## config.mk

```make
export PLATFORM = sky130hd
export DESIGN_NAME = alu_top
export DESIGN_NICKNAME = d
export VERILOG_FILES = /design/src/alu_pkg.sv /design/src/alu_req_if.sv /design/src/alu_shifter.sv /design/src/alu_multiplier.sv /design/src/alu_execute.sv /design/src/alu_result_queue.sv /design/src/alu_top.sv
export SDC_FILE = /design/constraint.sdc
export NUM_CORES = 1
export LEC_CHECK = 0
export ABC_AREA = 0
export BUFFER_PORTS_ARGS = -buffer_cell sky130_fd_sc_hd__buf_2
export CAP_MARGIN = 20
export CORE_MARGIN = 2
export CORE_UTILIZATION = 56
export DETAILED_ROUTE_END_ITERATION = 6
export PLACE_DENSITY_LB_ADDON = 0.05
export SYNTH_ARGS = -nofsm -noshare
export SYNTH_HDL_FRONTEND = slang
export SYNTH_SLANG_ARGS = --single-unit
```

## constraint.sdc

```tcl
create_clock -name clk -period 7.4 [get_ports clk]
set_input_delay 1.48 -clock clk [delete_from_list [all_inputs] [get_ports clk]]
set_output_delay 1.48 -clock clk [all_outputs]
set_load 0.005 [all_outputs]
```

## src/alu_pkg.sv

```systemverilog
package alu_pkg;

    // ALU operation codes as encoded in the select field
    typedef enum logic [2:0] {
        op_mov = 3'd0,
        op_add = 3'd1,
        op_and = 3'd2,
        op_or  = 3'd3,
        op_mul = 3'd4,
        op_lsh = 3'd5,
        op_ash = 3'd6,
        op_rot = 3'd7
    } alu_op_t;

    // Operand width must be a power of two and at least 4
    localparam int DEFAULT_DATA_WIDTH = 8;

    // Result FIFO entries and initial requester credits
    localparam int DEFAULT_QUEUE_DEPTH = 4;

    // Credits granted by the consumer out of reset
    localparam int DEFAULT_OUT_CREDITS = 2;

endpackage

```

## src/alu_req_if.sv

```systemverilog
`timescale 1ns/10ps

interface alu_req_if #(
    parameter int DATA_WIDTH = alu_pkg::DEFAULT_DATA_WIDTH
);
    import alu_pkg::*;

    // One-cycle request strobe
    logic                  valid;
    alu_op_t               op;
    // data1 is the value operated on, data2 the second operand or shift amount
    logic [DATA_WIDTH-1:0] data1;
    logic [DATA_WIDTH-1:0] data2;

    modport src (
        output valid,
        output op,
        output data1,
        output data2
    );

    modport sink (
        input valid,
        input op,
        input data1,
        input data2
    );

endinterface

```

## src/alu_shifter.sv

```systemverilog
`timescale 1ns/10ps

module alu_shifter #(
    parameter int DATA_WIDTH = alu_pkg::DEFAULT_DATA_WIDTH
) (
    input  alu_pkg::alu_op_t      op,
    input  logic [DATA_WIDTH-1:0] data,
    input  logic [DATA_WIDTH-1:0] amount,
    output logic [DATA_WIDTH-1:0] result
);
    import alu_pkg::*;

    localparam int LOG_W = $clog2(DATA_WIDTH);

    logic                           is_rot;
    logic                           is_ash;
    logic                           neg;
    logic                           sign;
    logic                           sat;
    logic [DATA_WIDTH-1:0]          mag;
    logic [LOG_W:0][DATA_WIDTH-1:0] ls;
    logic [LOG_W:0][DATA_WIDTH-1:0] rs;
    logic [DATA_WIDTH-1:0]          shifted;

    assign is_rot = (op == op_rot);
    assign is_ash = (op == op_ash);
    assign sign   = data[DATA_WIDTH-1];

    // Negative amount means shift right by its magnitude
    assign neg = amount[DATA_WIDTH-1];
    assign mag = neg ? (~amount + 1'b1) : amount;

    // Magnitude of DATA_WIDTH or more
    assign sat = |mag[DATA_WIDTH-1:LOG_W];

    assign ls[0] = data;
    assign rs[0] = data;

    // Layer k moves by 2**k when magnitude bit k is set
    for (genvar k = 0; k < LOG_W; k++) begin : g_layer
        localparam int STEP = 1 << k;

        for (genvar i = 0; i < DATA_WIDTH; i++) begin : g_bit
            logic l_in;
            logic r_in;

            if (i >= STEP) begin : g_l_inner
                assign l_in = ls[k][i-STEP];
            end else begin : g_l_fill
                // Top bits wrap around for rotate
                assign l_in = is_rot ? ls[k][i-STEP+DATA_WIDTH] : 1'b0;
            end

            if (i + STEP < DATA_WIDTH) begin : g_r_inner
                assign r_in = rs[k][i+STEP];
            end else begin : g_r_fill
                assign r_in = is_rot ? rs[k][i+STEP-DATA_WIDTH] : (is_ash & sign);
            end

            if (i == DATA_WIDTH - 1) begin : g_l_msb
                // Arithmetic left shift holds the sign bit in place
                assign ls[k+1][i] = (mag[k] && !is_ash) ? l_in : ls[k][i];
            end else begin : g_l_low
                assign ls[k+1][i] = mag[k] ? l_in : ls[k][i];
            end

            assign rs[k+1][i] = mag[k] ? r_in : rs[k][i];
        end
    end

    assign shifted = neg ? rs[LOG_W] : ls[LOG_W];

    // Out-of-range shifts saturate unless the op is rotate
    always_comb begin
        if (sat && !is_rot) begin
            if (!is_ash) begin
                result = '0;
            end else if (neg) begin
                result = {DATA_WIDTH{sign}};
            end else begin
                result = {sign, {(DATA_WIDTH-1){1'b0}}};
            end
        end else begin
            result = shifted;
        end
    end

endmodule

```

## src/alu_multiplier.sv

```systemverilog
`timescale 1ns/10ps

module alu_multiplier #(
    parameter int DATA_WIDTH = alu_pkg::DEFAULT_DATA_WIDTH
) (
    input  logic [DATA_WIDTH-1:0] data1,
    input  logic [DATA_WIDTH-1:0] data2,
    output logic [DATA_WIDTH-1:0] product
);

    // Running partial sum after each row truncated to DATA_WIDTH bits
    logic [DATA_WIDTH-1:0][DATA_WIDTH-1:0] acc;

    assign acc[0] = data1 & {DATA_WIDTH{data2[0]}};

    for (genvar j = 1; j < DATA_WIDTH; j++) begin : g_row
        logic [DATA_WIDTH-1:0] c;

        assign c[0] = 1'b0;

        for (genvar i = 0; i < DATA_WIDTH; i++) begin : g_col
            if (i < j) begin : g_pass
                // Nothing added below the row offset
                assign acc[j][i] = acc[j-1][i];
                assign c[i+1]    = 1'b0;
            end else begin : g_fa
                logic pp;

                assign pp        = data2[j] & data1[i-j];
                assign acc[j][i] = acc[j-1][i] ^ pp ^ c[i];
                // Carry out of the top bit is dropped
                if (i < DATA_WIDTH - 1) begin : g_cout
                    assign c[i+1] = (acc[j-1][i] & pp) | (c[i] & (acc[j-1][i] ^ pp));
                end
            end
        end
    end

    assign product = acc[DATA_WIDTH-1];

endmodule

```

## src/alu_execute.sv

```systemverilog
`timescale 1ns/10ps

module alu_execute #(
    parameter int DATA_WIDTH = alu_pkg::DEFAULT_DATA_WIDTH
) (
    input  logic                  clk,
    input  logic                  reset,
    alu_req_if.sink               req,
    output logic                  res_valid,
    output logic [DATA_WIDTH-1:0] res_data,
    output logic                  res_zero
);
    import alu_pkg::*;

    logic [DATA_WIDTH-1:0] sum;
    logic [DATA_WIDTH-1:0] shift_res;
    logic [DATA_WIDTH-1:0] mul_res;
    logic [DATA_WIDTH-1:0] result;

    // Subtraction comes in as the two's complement of data2
    assign sum = req.data1 + req.data2;

    alu_shifter #(
        .DATA_WIDTH (DATA_WIDTH)
    ) shifter0 (
        .op     (req.op),
        .data   (req.data1),
        .amount (req.data2),
        .result (shift_res)
    );

    alu_multiplier #(
        .DATA_WIDTH (DATA_WIDTH)
    ) mult0 (
        .data1   (req.data1),
        .data2   (req.data2),
        .product (mul_res)
    );

    always_comb begin
        unique case (req.op)
            op_mov:                 result = req.data2;
            op_add:                 result = sum;
            op_and:                 result = req.data1 & req.data2;
            op_or:                  result = req.data1 | req.data2;
            op_mul:                 result = mul_res;
            op_lsh, op_ash, op_rot: result = shift_res;
        endcase
    end

    always_ff @(posedge clk) begin
        if (reset) begin
            res_valid <= 1'b0;
        end else begin
            res_valid <= req.valid;
        end
    end

    // Zero flag follows the adder for every opcode
    always_ff @(posedge clk) begin
        if (req.valid) begin
            res_data <= result;
            res_zero <= (sum == '0);
        end
    end

endmodule

```

## src/alu_result_queue.sv

```systemverilog
`timescale 1ns/10ps

module alu_result_queue #(
    parameter int DATA_WIDTH  = alu_pkg::DEFAULT_DATA_WIDTH,
    parameter int QUEUE_DEPTH = alu_pkg::DEFAULT_QUEUE_DEPTH,
    parameter int OUT_CREDITS = alu_pkg::DEFAULT_OUT_CREDITS
) (
    input  logic                  clk,
    input  logic                  reset,
    input  logic                  res_valid,
    input  logic [DATA_WIDTH-1:0] res_data,
    input  logic                  res_zero,
    input  logic                  out_credit,
    output logic                  out_valid,
    output logic [DATA_WIDTH-1:0] out_data,
    output logic                  out_zero,
    output logic                  in_credit
);

    localparam int PTR_W = (QUEUE_DEPTH > 1) ? $clog2(QUEUE_DEPTH) : 1;
    localparam int CNT_W = $clog2(QUEUE_DEPTH + 1);
    localparam int CRD_W = $clog2(OUT_CREDITS + 1);

    logic [DATA_WIDTH-1:0] mem_data [QUEUE_DEPTH];
    logic                  mem_zero [QUEUE_DEPTH];
    logic [PTR_W-1:0]      wr_ptr;
    logic [PTR_W-1:0]      rd_ptr;
    logic [CNT_W-1:0]      count;
    logic [CRD_W-1:0]      credits;
    logic                  pop;

    // Circular pointer step for any depth
    function automatic logic [PTR_W-1:0] next_ptr(input logic [PTR_W-1:0] ptr);
        if (ptr == PTR_W'(QUEUE_DEPTH - 1)) begin
            return '0;
        end
        return ptr + 1'b1;
    endfunction

    // Oldest entry leaves once a consumer credit is held
    assign pop       = (count != '0) && (credits != '0);
    assign out_valid = pop;
    assign out_data  = mem_data[rd_ptr];
    assign out_zero  = mem_zero[rd_ptr];
    // Freed slot goes straight back to the requester
    assign in_credit = pop;

    always_ff @(posedge clk) begin
        if (res_valid) begin
            mem_data[wr_ptr] <= res_data;
            mem_zero[wr_ptr] <= res_zero;
        end
    end

    // Requester credits keep the queue from overflowing
    always_ff @(posedge clk) begin
        if (reset) begin
            wr_ptr  <= '0;
            rd_ptr  <= '0;
            count   <= '0;
            credits <= CRD_W'(OUT_CREDITS);
        end else begin
            if (res_valid) begin
                wr_ptr <= next_ptr(wr_ptr);
            end
            if (pop) begin
                rd_ptr <= next_ptr(rd_ptr);
            end
            count   <= count + CNT_W'(res_valid) - CNT_W'(pop);
            credits <= credits + CRD_W'(out_credit) - CRD_W'(pop);
        end
    end

endmodule

```

## src/alu_top.sv

```systemverilog
`timescale 1ns/10ps

module alu_top #(
    parameter int DATA_WIDTH  = alu_pkg::DEFAULT_DATA_WIDTH,
    parameter int QUEUE_DEPTH = alu_pkg::DEFAULT_QUEUE_DEPTH,
    parameter int OUT_CREDITS = alu_pkg::DEFAULT_OUT_CREDITS
) (
    input  logic                  clk,
    input  logic                  reset,
    input  logic                  in_valid,
    input  alu_pkg::alu_op_t      in_op,
    input  logic [DATA_WIDTH-1:0] in_data1,
    input  logic [DATA_WIDTH-1:0] in_data2,
    input  logic                  out_credit,
    output logic                  in_credit,
    output logic                  out_valid,
    output logic [DATA_WIDTH-1:0] out_data,
    output logic                  out_zero
);

    logic                  res_valid;
    logic [DATA_WIDTH-1:0] res_data;
    logic                  res_zero;

    alu_req_if #(.DATA_WIDTH(DATA_WIDTH)) req_bus ();

    assign req_bus.valid = in_valid;
    assign req_bus.op    = in_op;
    assign req_bus.data1 = in_data1;
    assign req_bus.data2 = in_data2;

    alu_execute #(
        .DATA_WIDTH (DATA_WIDTH)
    ) exec0 (
        .clk       (clk),
        .reset     (reset),
        .req       (req_bus),
        .res_valid (res_valid),
        .res_data  (res_data),
        .res_zero  (res_zero)
    );

    alu_result_queue #(
        .DATA_WIDTH  (DATA_WIDTH),
        .QUEUE_DEPTH (QUEUE_DEPTH),
        .OUT_CREDITS (OUT_CREDITS)
    ) queue0 (
        .clk        (clk),
        .reset      (reset),
        .res_valid  (res_valid),
        .res_data   (res_data),
        .res_zero   (res_zero),
        .out_credit (out_credit),
        .out_valid  (out_valid),
        .out_data   (out_data),
        .out_zero   (out_zero),
        .in_credit  (in_credit)
    );

endmodule

```

==> key figures, run 1 <==
STA
  • Final Slew Violations: 0
  • Fin crit period: 7.16 ns
  • Headroom to the max-slew limit: around a third
  • Tightest Pin Transition: 0.986 ns
  • F_max: approximately 140 MHz
  • RSZ-0062 raised after global routing: false
  • WHS: around 0.5 ns
  • Fin worst setup slack: 0.241 ns
  • Setup violators final: 0
  • Final Hold Fails: 0
  • Fin crit share: 96.7%
  • Clk_skew: 0.00799 ns

Die
  • CORE AREA: around 0.0082 mm²
  • Initial core utilization: 57.2%
  • Die area: 0.00910 mm²
  • Chip height: approximately 95 µm
  • Die width: 95.4 µm
  • Num ports: 34
  • Site Rows: 33

Synth
  • Sequential fraction of the synthesis area: between 30 and 40%
  • Largest cells by area after synthesis: edfxtp_1 (29%), ha_1 (8.6%), fa_1 (7.3%)
  • Unique masters post-synth: 60
  • Cells after Synth: 467
  • Synth warn: 0
  • Post-synth net total: 539
  • Top-area cell type share of the netlist area: 28.9%
  • Post-synth top cells: nor2_1 (48), edfxtp_1 (45), inv_1 (39)
  • Most frequent cell after synthesis: nor2_1
  • Main synth FF type: edfxtp_1
  • Ys async rst share: 0%
  • Syn Area/Cell: 10.0 µm²
  • Area leader, netlist: edfxtp_1
  • Synthesized area: 0.00468 mm²
  • FF+latch count, synth: 57
  • Number of synthesized flops with an enable pin: 45

Clock network
  • Htree depth: 3
  • CTS Buffer Depth: 2
  • Number of hold buffers added after CTS: 0
  • Root Driver: clkbuf_8
  • CTS Buf Count: 9
  • Post-CTS sizing: 0
  • Sink Count: 57
  • Setup Buffers After CTS: 0
  • Clock Latency Late Sink: 0.31 ns
  • Clock transition at the registers of the reported paths: 0.06 ns
  • CTS tree: built

Drt
  • Via count: 3713
  • Drt pass-1 iters: 7
  • DRC Markers: 0
  • Iter 0 DRT Violations: 222
  • ANT nets after route: 0
  • Via/cell ratio: a little over 6
  • DR WL/cell: 18.8 µm
  • Routed WL: 11300 µm

Hold path
  • Hold path cells: 2
  • Worst Min Path Start: queue0.rd_ptr[1]
  • Worst hold endpoint: queue0.rd_ptr[1]
  • Min-delay worst type: flop to flop

Run status
  • Status: completed

Power and ir drop
  • Final Power: 1.16 mW
  • Pwr dens: 225 mW/mm²
  • Peak supply drop: 0.0989 mV
  • Lkg Pwr: slightly above 2 nW

Final layout
  • Antenna Diode Count: 0
  • Register area: 0.00159 mm²
  • Footprint of the multi-input gates: ~0.0028 mm²
  • Layout cells sized above 1: 19.5%
  • Core Util, Final: 62.8%
  • Fillers: 681
  • Fin nets: 564
  • Layout area overhead: 9.65%

Run
  • Max_cap viols: 0

Placement
  • GP Congestion: 0.901
  • IO buf count: 33
  • HPWL Detailed: approximately 8500 µm
  • DP Worst Slack: -0.0141 ns

Global route
  • Largest net degree at the start of global routing: 27
  • Initial antenna violation count: 0
  • Gr usage total: 26.9%
  • Final global-route overflow total: 0
  • Vias in the first global route: between 3000 and 4000
  • First-pass GRT wire length: around 19000 µm

Setup path
  • CP Data Required Time: 7.52 ns
  • Worst-path fanout max: 2
  • Setup slack, reg-to-reg: 4.92 ns
  • Crit path DAT: 7.28 ns
  • Crit end category: flop
  • Worst reg2reg path depth: 10
  • CP Class: input port to flop
  • Worst R2R Start: queue0.count[1]
  • CP startpoint kind: input port
  • RR Endpoint: queue0.count[2]
-- sequential cells by signal, indices dropped and copies added, names as in the netlist, named ones only --
register         count
queue0.wr_ptr        2
queue0.mem_zero      4
exec0.res_valid      1
queue0.mem_data     32
exec0.res_data       8
queue0.credits       2
queue0.rd_ptr        2
queue0.count         3
exec0.res_zero       1
-- cell families (layout without fill, tap and decap cells) --
kind of cell	after synthesis	in the layout	share of synthesized area (%)
multiplexers	29	29	10.3
adder cells (fa/ha/maj)	50	50	16.0
buffers and inverters	70	100	6.71
AO/OA/AOI/OAI	112	112	15.9
XOR/XNOR	23	23	4.60
flip-flops	57	57	34.0
AND/OR/NAND/NOR	126	126	12.4
-- power breakdown --
group | leakage, nW | total [mW] | switching (mW) | internal, mW
Combinational | 1.43 | 0.467 | 0.235 | 0.232
Clock | 0.0978 | 0.265 | 0.103 | 0.162
Sequential | 0.514 | 0.423 | 0.0359 | 0.387
Total | 2.04 | 1.16 | 0.374 | 0.782
-- layout by cell type, fill, tap and decap left out, types with 5 or more instances in the layout --
master | Yosys | routed
nor2_1 | 48 | 48
edfxtp_1 | 45 | 45
nand2_1 | 38 | 38
inv_1 | 39 | 36
buf_2 | 6 | 33
ha_1 | 32 | 29
a21oi_1 | 26 | 26
o21ai_0 | 25 | 25
mux4_2 | 14 | 14
xnor2_1 | 14 | 13
o211ai_1 | 12 | 12
dfxtp_1 | 12 | 12
buf_4 | 3 | 11
mux2i_1 | 10 | 10
clkbuf_8 | 0 | 10
fa_1 | 17 | 9
xor2_1 | 8 | 8
fa_2 | 0 | 8
nor3_1 | 7 | 7
and2_1 | 7 | 6
nor2b_1 | 6 | 6
a31oi_1 | 6 | 6
a21boi_0 | 5 | 5
nand3_1 | 5 | 5
-- worst max path at each step --
stage / from / endpoint
finish: in_data1[0] / exec0.res_data[7]
global route: in_data1[0] / exec0.res_data[7]
CTS: in_data1[0] / exec0.res_data[7]
detailed placement: in_data1[0] / exec0.res_data[7]
global placement: in_data1[0] / exec0.res_data[7]
floorplan: in_data2[0] / exec0.res_data[7]
-- per-stage QoR --
stage | setup TNS (ns) | area, µm² | instances
2_1_floorplan | -0.0159 | 4740 | 467
3_3_place_gp | 0 | 4940 | 586
3_5_place_dp | -0.0141 | 4940 | 586
4_1_cts | 0 | 5130 | 602
5_1_grt | 0 | 5130 | 602
6_report | 0 | 5130 | 602
-- critical path: stages --
cell,delay [ns]
buf_2,0.12
inv_1,0.10
nor2_1,0.08
ha_4,0.16
fa_2,0.38
fa_2,0.38
fa_2,0.39
inv_2,0.06
fa_1,0.42
fa_1,0.49
fa_2,0.40
inv_2,0.06
fa_1,0.40
fa_1,0.51
fa_1,0.42
ha_2,0.20
xnor2_2,0.16
xnor2_1,0.15
xnor2_1,0.15
xnor3_1,0.25
a21oi_1,0.14
a21oi_1,0.06
o32ai_1,0.31
-- per-layer routing --
metal	track usage [%]	wire length, µm
met5	0	0
met4	11.4	329
met3	3.08	586
met2	45.1	5580
met1	35.4	4820
-- cell type report --
| cell class | instances | area share, % |
|---|---|---|
| Clock inverter | 4 | 0.853 |
| Inverter | 40 | 2.93 |
| Timing Repair Buffer | 44 | 4.83 |
| Sequential cell | 57 | 31.0 |
| Clock buffer | 12 | 2.83 |
| Multi-Input combinational cell | 340 | 55.0 |
| Tap cell | 105 | 2.56 |
No activity file was read; power rests on OpenSTA's default activity.
==> run 2: changes to the inputs <==
--- a/config.mk
+++ b/config.mk
@@ -10,8 +10,10 @@
 export CAP_MARGIN = 20
 export CORE_MARGIN = 2
 export CORE_UTILIZATION = 56
+export CTS_BUF_LIST = sky130_fd_sc_hd__clkbuf_16
 export DETAILED_ROUTE_END_ITERATION = 6
 export PLACE_DENSITY_LB_ADDON = 0.05
+export SLEW_MARGIN = 10
 export SYNTH_ARGS = -nofsm -noshare
 export SYNTH_HDL_FRONTEND = slang
 export SYNTH_SLANG_ARGS = --single-unit
==> key figures, run 2 (same netlist as run 1, synthesis figures left out) <==
Hold path
  • Min-delay worst type: flop to flop

Drt
  • DR WL/cell: 19.4 µm (+3.0%)
  • DRC Markers: 0 (unchanged)
  • Iter 0 DRT Violations: 293 (+32%)
  • ANT nets after route: 0 (unchanged)
  • Via count: 3736 (+0.62%)
  • Via/cell ratio: 6.21 (+0.62%)
  • Routed WL: 11700 µm (+3.0%)
  • Drt pass-1 iters: 5 (-2)

Global route
  • Initial antenna violation count: 0 (unchanged)
  • Vias in the first global route: 3614 (+0.95%)
  • First-pass GRT wire length: 19100 µm (+2.6%)
  • Gr usage total: 27.9% (+1.1 points)
  • Largest net degree at the start of global routing: 27 (unchanged)
  • Final global-route overflow total: 0 (unchanged)

STA
  • Final Slew Violations: 0 (unchanged)
  • RSZ-0062 raised after global routing: false
  • Tightest Pin Transition: 0.974 ns (-0.0124 ns)
  • Fin crit share: 96.8% (about the same)
  • F_max: 140 MHz (about the same)
  • WHS: 0.492 ns (-0.00135 ns)
  • Setup violators final: 0 (unchanged)
  • Clk_skew: 0.00892 ns (+0.000931 ns)
  • Final Hold Fails: 0 (unchanged)
  • Fin worst setup slack: 0.234 ns (-0.00666 ns)
  • Total negative slack: 0 ns (unchanged)
  • Fin crit period: 7.17 ns (+0.00666 ns)
  • Headroom to the max-slew limit: 34.6% (+0.83 points)

Power and ir drop
  • Lkg Pwr: 2.09 nW (+2.4%)
  • NetSw: 401 µW (+7.2%)
  • Sequential share of power: 33.3% (-3.3 points)
  • Internal power: 873 µW (+12%)
  • Logic pwr share: 37.1% (-3.4 points)
  • Switching share of power: 31.4% (-0.90 points)
  • Pwr dens: 244 mW/mm² (+8.3%)
  • Clock Power Share: 29.6% (+6.7 points)
  • Peak supply drop: 0.137 mV (+39%)
  • Final Power: 1.27 mW (+10%)

Setup path
  • CP Cell Sequence: buf_2 > inv_1 > nor2_1 > ha_4 > fa_2 > fa_2 > fa_2 > inv_2 > fa_1 > fa_1 > fa_2 > inv_2 > fa_1 > fa_1 > fa_1 > xor2_1 > xnor2_1 > xnor2_1 > xnor3_1 > a21oi_1 > a21oi_1 > o32ai_1
  • Crit path DAT: 7.29 ns (about the same)
  • CP Data Required Time: 7.52 ns (about the same)
  • Most common cell on crit path: fa_1
  • Slowest cell on crit path: fa_1
  • Max incr delay on CP: 0.49 ns (-0.02 ns)
  • Top delay family on crit path: adder cells
  • WP buf/inv: 4 (unchanged)
  • Crit end category: flop
  • Setup slack, reg-to-reg: 4.91 ns (about the same)
  • CP Class: input port to flop
  • Worst-path fanout max: 2 (unchanged)
  • CP startpoint kind: input port

Clock network
  • Root Driver: clkbuf_16
  • Clock Latency Late Sink: 0.32 ns (about the same)
  • CTS Buf Count: 9 (unchanged)
  • CTS Buffer Depth: 2 (unchanged)
  • Htree depth: 3 (unchanged)
  • CTS tree: built
  • Setup Buffers After CTS: 0 (unchanged)
  • Post-CTS sizing: 0 (unchanged)
  • Clock transition at the registers of the reported paths: 0.05 ns (about the same)
  • Sink Count: 57 (unchanged)
  • Number of hold buffers added after CTS: 0 (unchanged)

Run
  • Max_cap viols: 0 (unchanged)

Placement
  • IO buf count: 33 (unchanged)
  • GP Congestion: 0.901 (unchanged)
  • HPWL Detailed: 8530 µm (unchanged)
  • DP Worst Slack: -0.0141 ns (unchanged)

Die
  • Chip height: 95.4 µm (unchanged)
  • Num ports: 34 (unchanged)
  • CORE AREA: 0.00818 mm² (unchanged)
  • Die width: 95.4 µm (unchanged)
  • Site Rows: 33 (unchanged)
  • Initial core utilization: 57.2% (unchanged)
  • Die area: 0.00910 mm² (unchanged)

Final layout
  • Layout area overhead: 11.6%
  • Footprint of the multi-input gates: 0.00282 mm² (unchanged)
  • Layout cells sized above 1: 19.3% (-0.20 points)
  • Largest regs: queue0.mem_data (32), exec0.res_data (8), queue0.mem_zero (4)
  • Fin nets: 564 (unchanged)
  • Fillers: 665 (-2.3%)
  • Largest register FFs: 32 (unchanged)
  • Most frequent cells in the layout: nor2_1 (48), edfxtp_1 (45), inv_1 (38), nand2_1 (38), buf_2 (33)
  • Antenna Diode Count: 0 (unchanged)
  • Top reg by flops: queue0.mem_data
  • Most common cell after layout, fill and taps aside: nor2_1
  • Register area: 0.00159 mm² (unchanged)

Run status
  • Status: completed
==> run 2: cell type report <==
cell class              instances  area share, %
repair buffers                 44           4.74
inverters                      40           2.87
well taps                     105           2.52
clock inverters                 7           1.05
flip-flops and latches         57           30.5
multi-input cells             340           54.0
clock buffers                   9           4.31
==> run 2: power by group through the flow <==
stage / sequential, mW / combinational [mW] / clock (mW)
2_1_floorplan: 0.407 / 0.373 / 0
3_3_place_gp: 0.430 / 0.449 / 0
3_5_place_dp: 0.431 / 0.459 / 0
4_1_cts: 0.426 / 0.468 / 0.385
5_1_grt: 0.431 / 0.530 / 0.397
6_report: 0.425 / 0.473 / 0.377
==> run 2: worst reg2reg max path, cell delays in order, from the launching register on <==
cell and delay, ns:
dfxtp_1 0.33, o32ai_1 0.52, inv_1 0.20, ha_1 0.33, inv_1 0.06, ha_1 0.13
inv_1 0.05, fa_1 0.39, xor2_1 0.17, xnor2_1 0.14, nor2_1 0.05
==> run 2: path summary, 6_finish.rpt <==
path                                   startpoint                     to  depth (start not counted)
worst min register to register  exec0.res_data[3]  queue0.mem_data[3][3]                          0
worst min-delay path            exec0.res_data[3]  queue0.mem_data[3][3]                          0
worst max register to register    queue0.count[1]        queue0.count[2]                         10
worst max-delay path                  in_data1[0]      exec0.res_data[7]                         22
==> run 2: per-layer routing <==
| metal | wire [µm] | global-route usage, % |
|---|---|---|
| met1 | 4790 | 36.1 |
| met2 | 5880 | 46.4 |
| met3 | 650 | 4.51 |
| met4 | 346 | 12.5 |
| met5 | 0 | 0 |
==> run 2: metrics by stage <==
stage / instance area (µm²) / utilization [%] / instances
after floorplan: 4740 / - / 467
after global placement: 4940 / 60.5 / 586
after detailed placement: 4940 / 60.5 / 586
after CTS: 5220 / 63.9 / 602
after global routing: 5220 / 63.9 / 602
final: 5220 / 63.9 / 602
==> run 3: changes to the inputs <==
--- a/config.mk
+++ b/config.mk
@@ -5,7 +5,7 @@
 export SDC_FILE = /design/constraint.sdc
 export NUM_CORES = 1
 export LEC_CHECK = 0
-export ABC_AREA = 0
+export ABC_AREA = 1
 export BUFFER_PORTS_ARGS = -buffer_cell sky130_fd_sc_hd__buf_2
 export CAP_MARGIN = 20
 export CORE_MARGIN = 2
==> key figures, run 3 <==
Drt
  • ANT nets after route: 0 (unchanged)
  • DRC Markers: 0 (unchanged)
  • Iter 0 DRT Violations: 212 (-28%)
  • DR WL/cell: 14.9 µm (-23%)
  • Drt pass-1 iters: 5 (unchanged)
  • Routed WL: 11300 µm (-2.7%)
  • Via count: 4155 (+11%)
  • Via/cell ratio: 5.45 (-12%)

Synth
  • Unique masters post-synth: 44 (-27%)
  • Cells after Synth: 618 (+32%)
  • Top-area cell type share of the netlist area: 28.6% (-0.31 points)
  • Synth warn: 0 (unchanged)
  • FF+latch count, synth: 57 (unchanged)
  • Syn Area/Cell: 7.65 µm² (-24%)
  • Ys async rst share: 0% (unchanged)
  • Post-synth net total: 690 (+28%)
  • Most frequent cell after synthesis: nand2_1
  • Post-synth top cells: nand2_1 (159), inv_1 (87), nor2_1 (50)
  • Largest cells by area after synthesis: edfxtp_1 (29%), nand2_1 (13%), ha_1 (8.5%)
  • Area leader, netlist: edfxtp_1
  • Sequential fraction of the synthesis area: 33.7% (-0.36 points)
  • Synthesized area: 0.00473 mm² (+1.1%)
  • Number of synthesized flops with an enable pin: 45 (unchanged)
  • Main synth FF type: edfxtp_1

Hold path
  • Worst Min Path Start: exec0.res_data[0]
  • Min-delay worst type: flop to flop

STA
  • RSZ-0062 raised after global routing: false
  • Headroom to the max-slew limit: 60.5% (+26 points)
  • Fin worst setup slack: 0.321 ns (+0.0874 ns)
  • Final Hold Fails: 0 (unchanged)
  • Setup violators final: 0 (unchanged)
  • Fin crit share: 95.7% (-1.2 points)
  • F_max: 141 MHz (+1.2%)
  • WHS: 0.498 ns (+0.00663 ns)
  • Final Slew Violations: 0 (unchanged)
  • Tightest Pin Transition: 0.592 ns (-0.382 ns)
  • Fin crit period: 7.08 ns (-0.0874 ns)
  • Clk_skew: 0.00568 ns (-0.00324 ns)
  • Total negative slack: 0 ns (unchanged)

Clock network
  • Sink Count: 57 (unchanged)
  • Clock transition at the registers of the reported paths: 0.05 ns (about the same)
  • Post-CTS sizing: 0 (unchanged)
  • Clock Latency Late Sink: 0.32 ns (about the same)
  • Htree depth: 3 (unchanged)
  • Setup Buffers After CTS: 0 (unchanged)
  • Root Driver: clkbuf_16
  • CTS Buf Count: 9 (unchanged)
  • CTS tree: built
  • CTS Buffer Depth: 2 (unchanged)
  • Number of hold buffers added after CTS: 0 (unchanged)

Die
  • Die width: 95.9 µm (+0.51%)
  • Die area: 0.00920 mm² (+1.0%)
  • Initial core utilization: 57.6% (+0.32 points)
  • Num ports: 34 (unchanged)
  • CORE AREA: 0.00822 mm² (+0.51%)
  • Chip height: 95.9 µm (+0.51%)
  • Site Rows: 33 (unchanged)

Power and ir drop
  • Final Power: 1.27 mW (-0.37%)
  • Logic pwr share: 38.0% (+0.9 points)
  • Sequential share of power: 33.7% (+0.4 points)
  • NetSw: 460 µW (+15%)
  • Pwr dens: 242 mW/mm² (-0.89%)
  • Switching share of power: 36.3% (+4.8 points)
  • Clock Power Share: 28.4% (-1.2 points)
  • Peak supply drop: 0.126 mV (-7.9%)
  • Internal power: 809 µW (-7.4%)
  • Lkg Pwr: 2.55 nW (+22%)

Global route
  • Gr usage total: 26.2% (-1.8 points)
  • Vias in the first global route: 3813 (+5.5%)
  • First-pass GRT wire length: 18200 µm (-4.5%)
  • Final global-route overflow total: 0 (unchanged)
  • Largest net degree at the start of global routing: 26 (-3.7%)
  • Initial antenna violation count: 0 (unchanged)

Run status
  • Status: completed

Placement
  • GP Congestion: 0.923 (+2.4%)
  • HPWL Detailed: 8910 µm (+4.5%)
  • DP Worst Slack: -0.00182 ns (+0.0123 ns)
  • IO buf count: 33 (unchanged)
  • Cell Area, Placed: 0.00498 mm² (+0.71%)

Final layout
  • Fin nets: 724 (+28%)
  • Layout cells sized above 1: 12.8% (-6.5 points)
  • Most frequent cells in the layout: nand2_1 (159), inv_1 (87), nor2_1 (50)
  • Layout area overhead: 11.0%
  • Largest register FFs: 32 (unchanged)
  • Top reg by flops: queue0.mem_data
  • Largest regs: queue0.mem_data (32), exec0.res_data (8), queue0.mem_zero (4)
  • Antenna Diode Count: 0 (unchanged)
  • Design area: 0.00525 mm² (+0.53%)
  • Most common cell after layout, fill and taps aside: nand2_1

Setup path
  • Crit. Startpoint: in_data1[1]
  • CP startpoint kind: input port
  • CP Class: input port to flop
  • CP Data Required Time: 7.45 ns (-0.07 ns)
  • Worst R2R Start: queue0.count[1]
  • Crit path DAT: 7.13 ns (-0.16 ns)
  • Crit end category: flop
  • Worst-path fanout max: 4 (+2)

Run
  • Max_cap viols: 0 (unchanged)
[run 3: logic make-up after synthesis]
group / Yosys count / share of synthesized area, %
compound gates: 100 / 12.2
fa+ha+maj: 49 / 15.7
simple gates: 283 / 25.7
flops: 57 / 33.7
buf+inv: 114 / 9.95
xor+xnor: 15 / 2.78
[run 3: metrics by stage]
| step | instances | utilization, % |
|---|---|---|
| 2_1_floorplan | 618 | - |
| 3_3_place_gp | 746 | 60.6 |
| 3_5_place_dp | 746 | 60.6 |
| 5_1_grt | 762 | 63.9 |
| 6_report | 762 | 63.9 |
| 4_1_cts | 762 | 63.9 |
[run 3: per-layer routing]
layer / vias to the layer above / part of all wire (%) / wire [µm] / track usage [%]
li1: 2086 / - / - / -
met1: 1920 / 42 / 4730 / 32.7
met2: 128 / 50 / 5650 / 44.8
met3: 21 / 5.0 / 564 / 2.90
met4: 0 / 3.4 / 388 / 13.6
met5: - / 0 / 0 / 0
[run 3: area by class of cell]
cell class              count  area, µm²
well taps                 105        131
multi-input cells         447       2670
clock buffers               9        225
flip-flops and latches     57       1590
clock inverters             7       47.5
fillers                   754       2970
inverters                  96        362
repair buffers             41        225
[run 3: final timing paths]
kind | endpoint | slack [ns] | cells past startpoint
worst max-delay path | exec0.res_data[7] | 0.32 | 26
worst min-delay path | queue0.mem_data[2][0] | 0.50 | 0
worst max register to register | queue0.count[2] | 5.19 | 10
worst min register to register | queue0.mem_data[2][0] | 0.50 | 0
[run 3: power groups by stage]
stage / registers (mW) / clock network, mW / logic [mW]
after global placement: 0.432 / 0 / 0.463
after CTS: 0.428 / 0.366 / 0.485
after global routing: 0.433 / 0.377 / 0.562
after floorplan: 0.412 / 0 / 0.364
final: 0.427 / 0.360 / 0.482
after detailed placement: 0.434 / 0 / 0.478
[run 3: worst max-delay path: stages]
cell	delay [ns]
buf_2	0.13
nand2_1	0.07
inv_1	0.04
ha_1	0.19
fa_1	0.40
fa_1	0.47
fa_1	0.45
fa_1	0.48
inv_1	0.05
fa_1	0.43
fa_1	0.47
fa_1	0.42
inv_1	0.08
fa_1	0.44
fa_1	0.56
ha_1	0.20
xor2_1	0.15
nand2_1	0.08
nand3_1	0.11
nand2_1	0.07
nand2_1	0.07
nand2_1	0.05
nand2_1	0.05
nand2_1	0.05
nand2_1	0.05
nand4_1	0.09
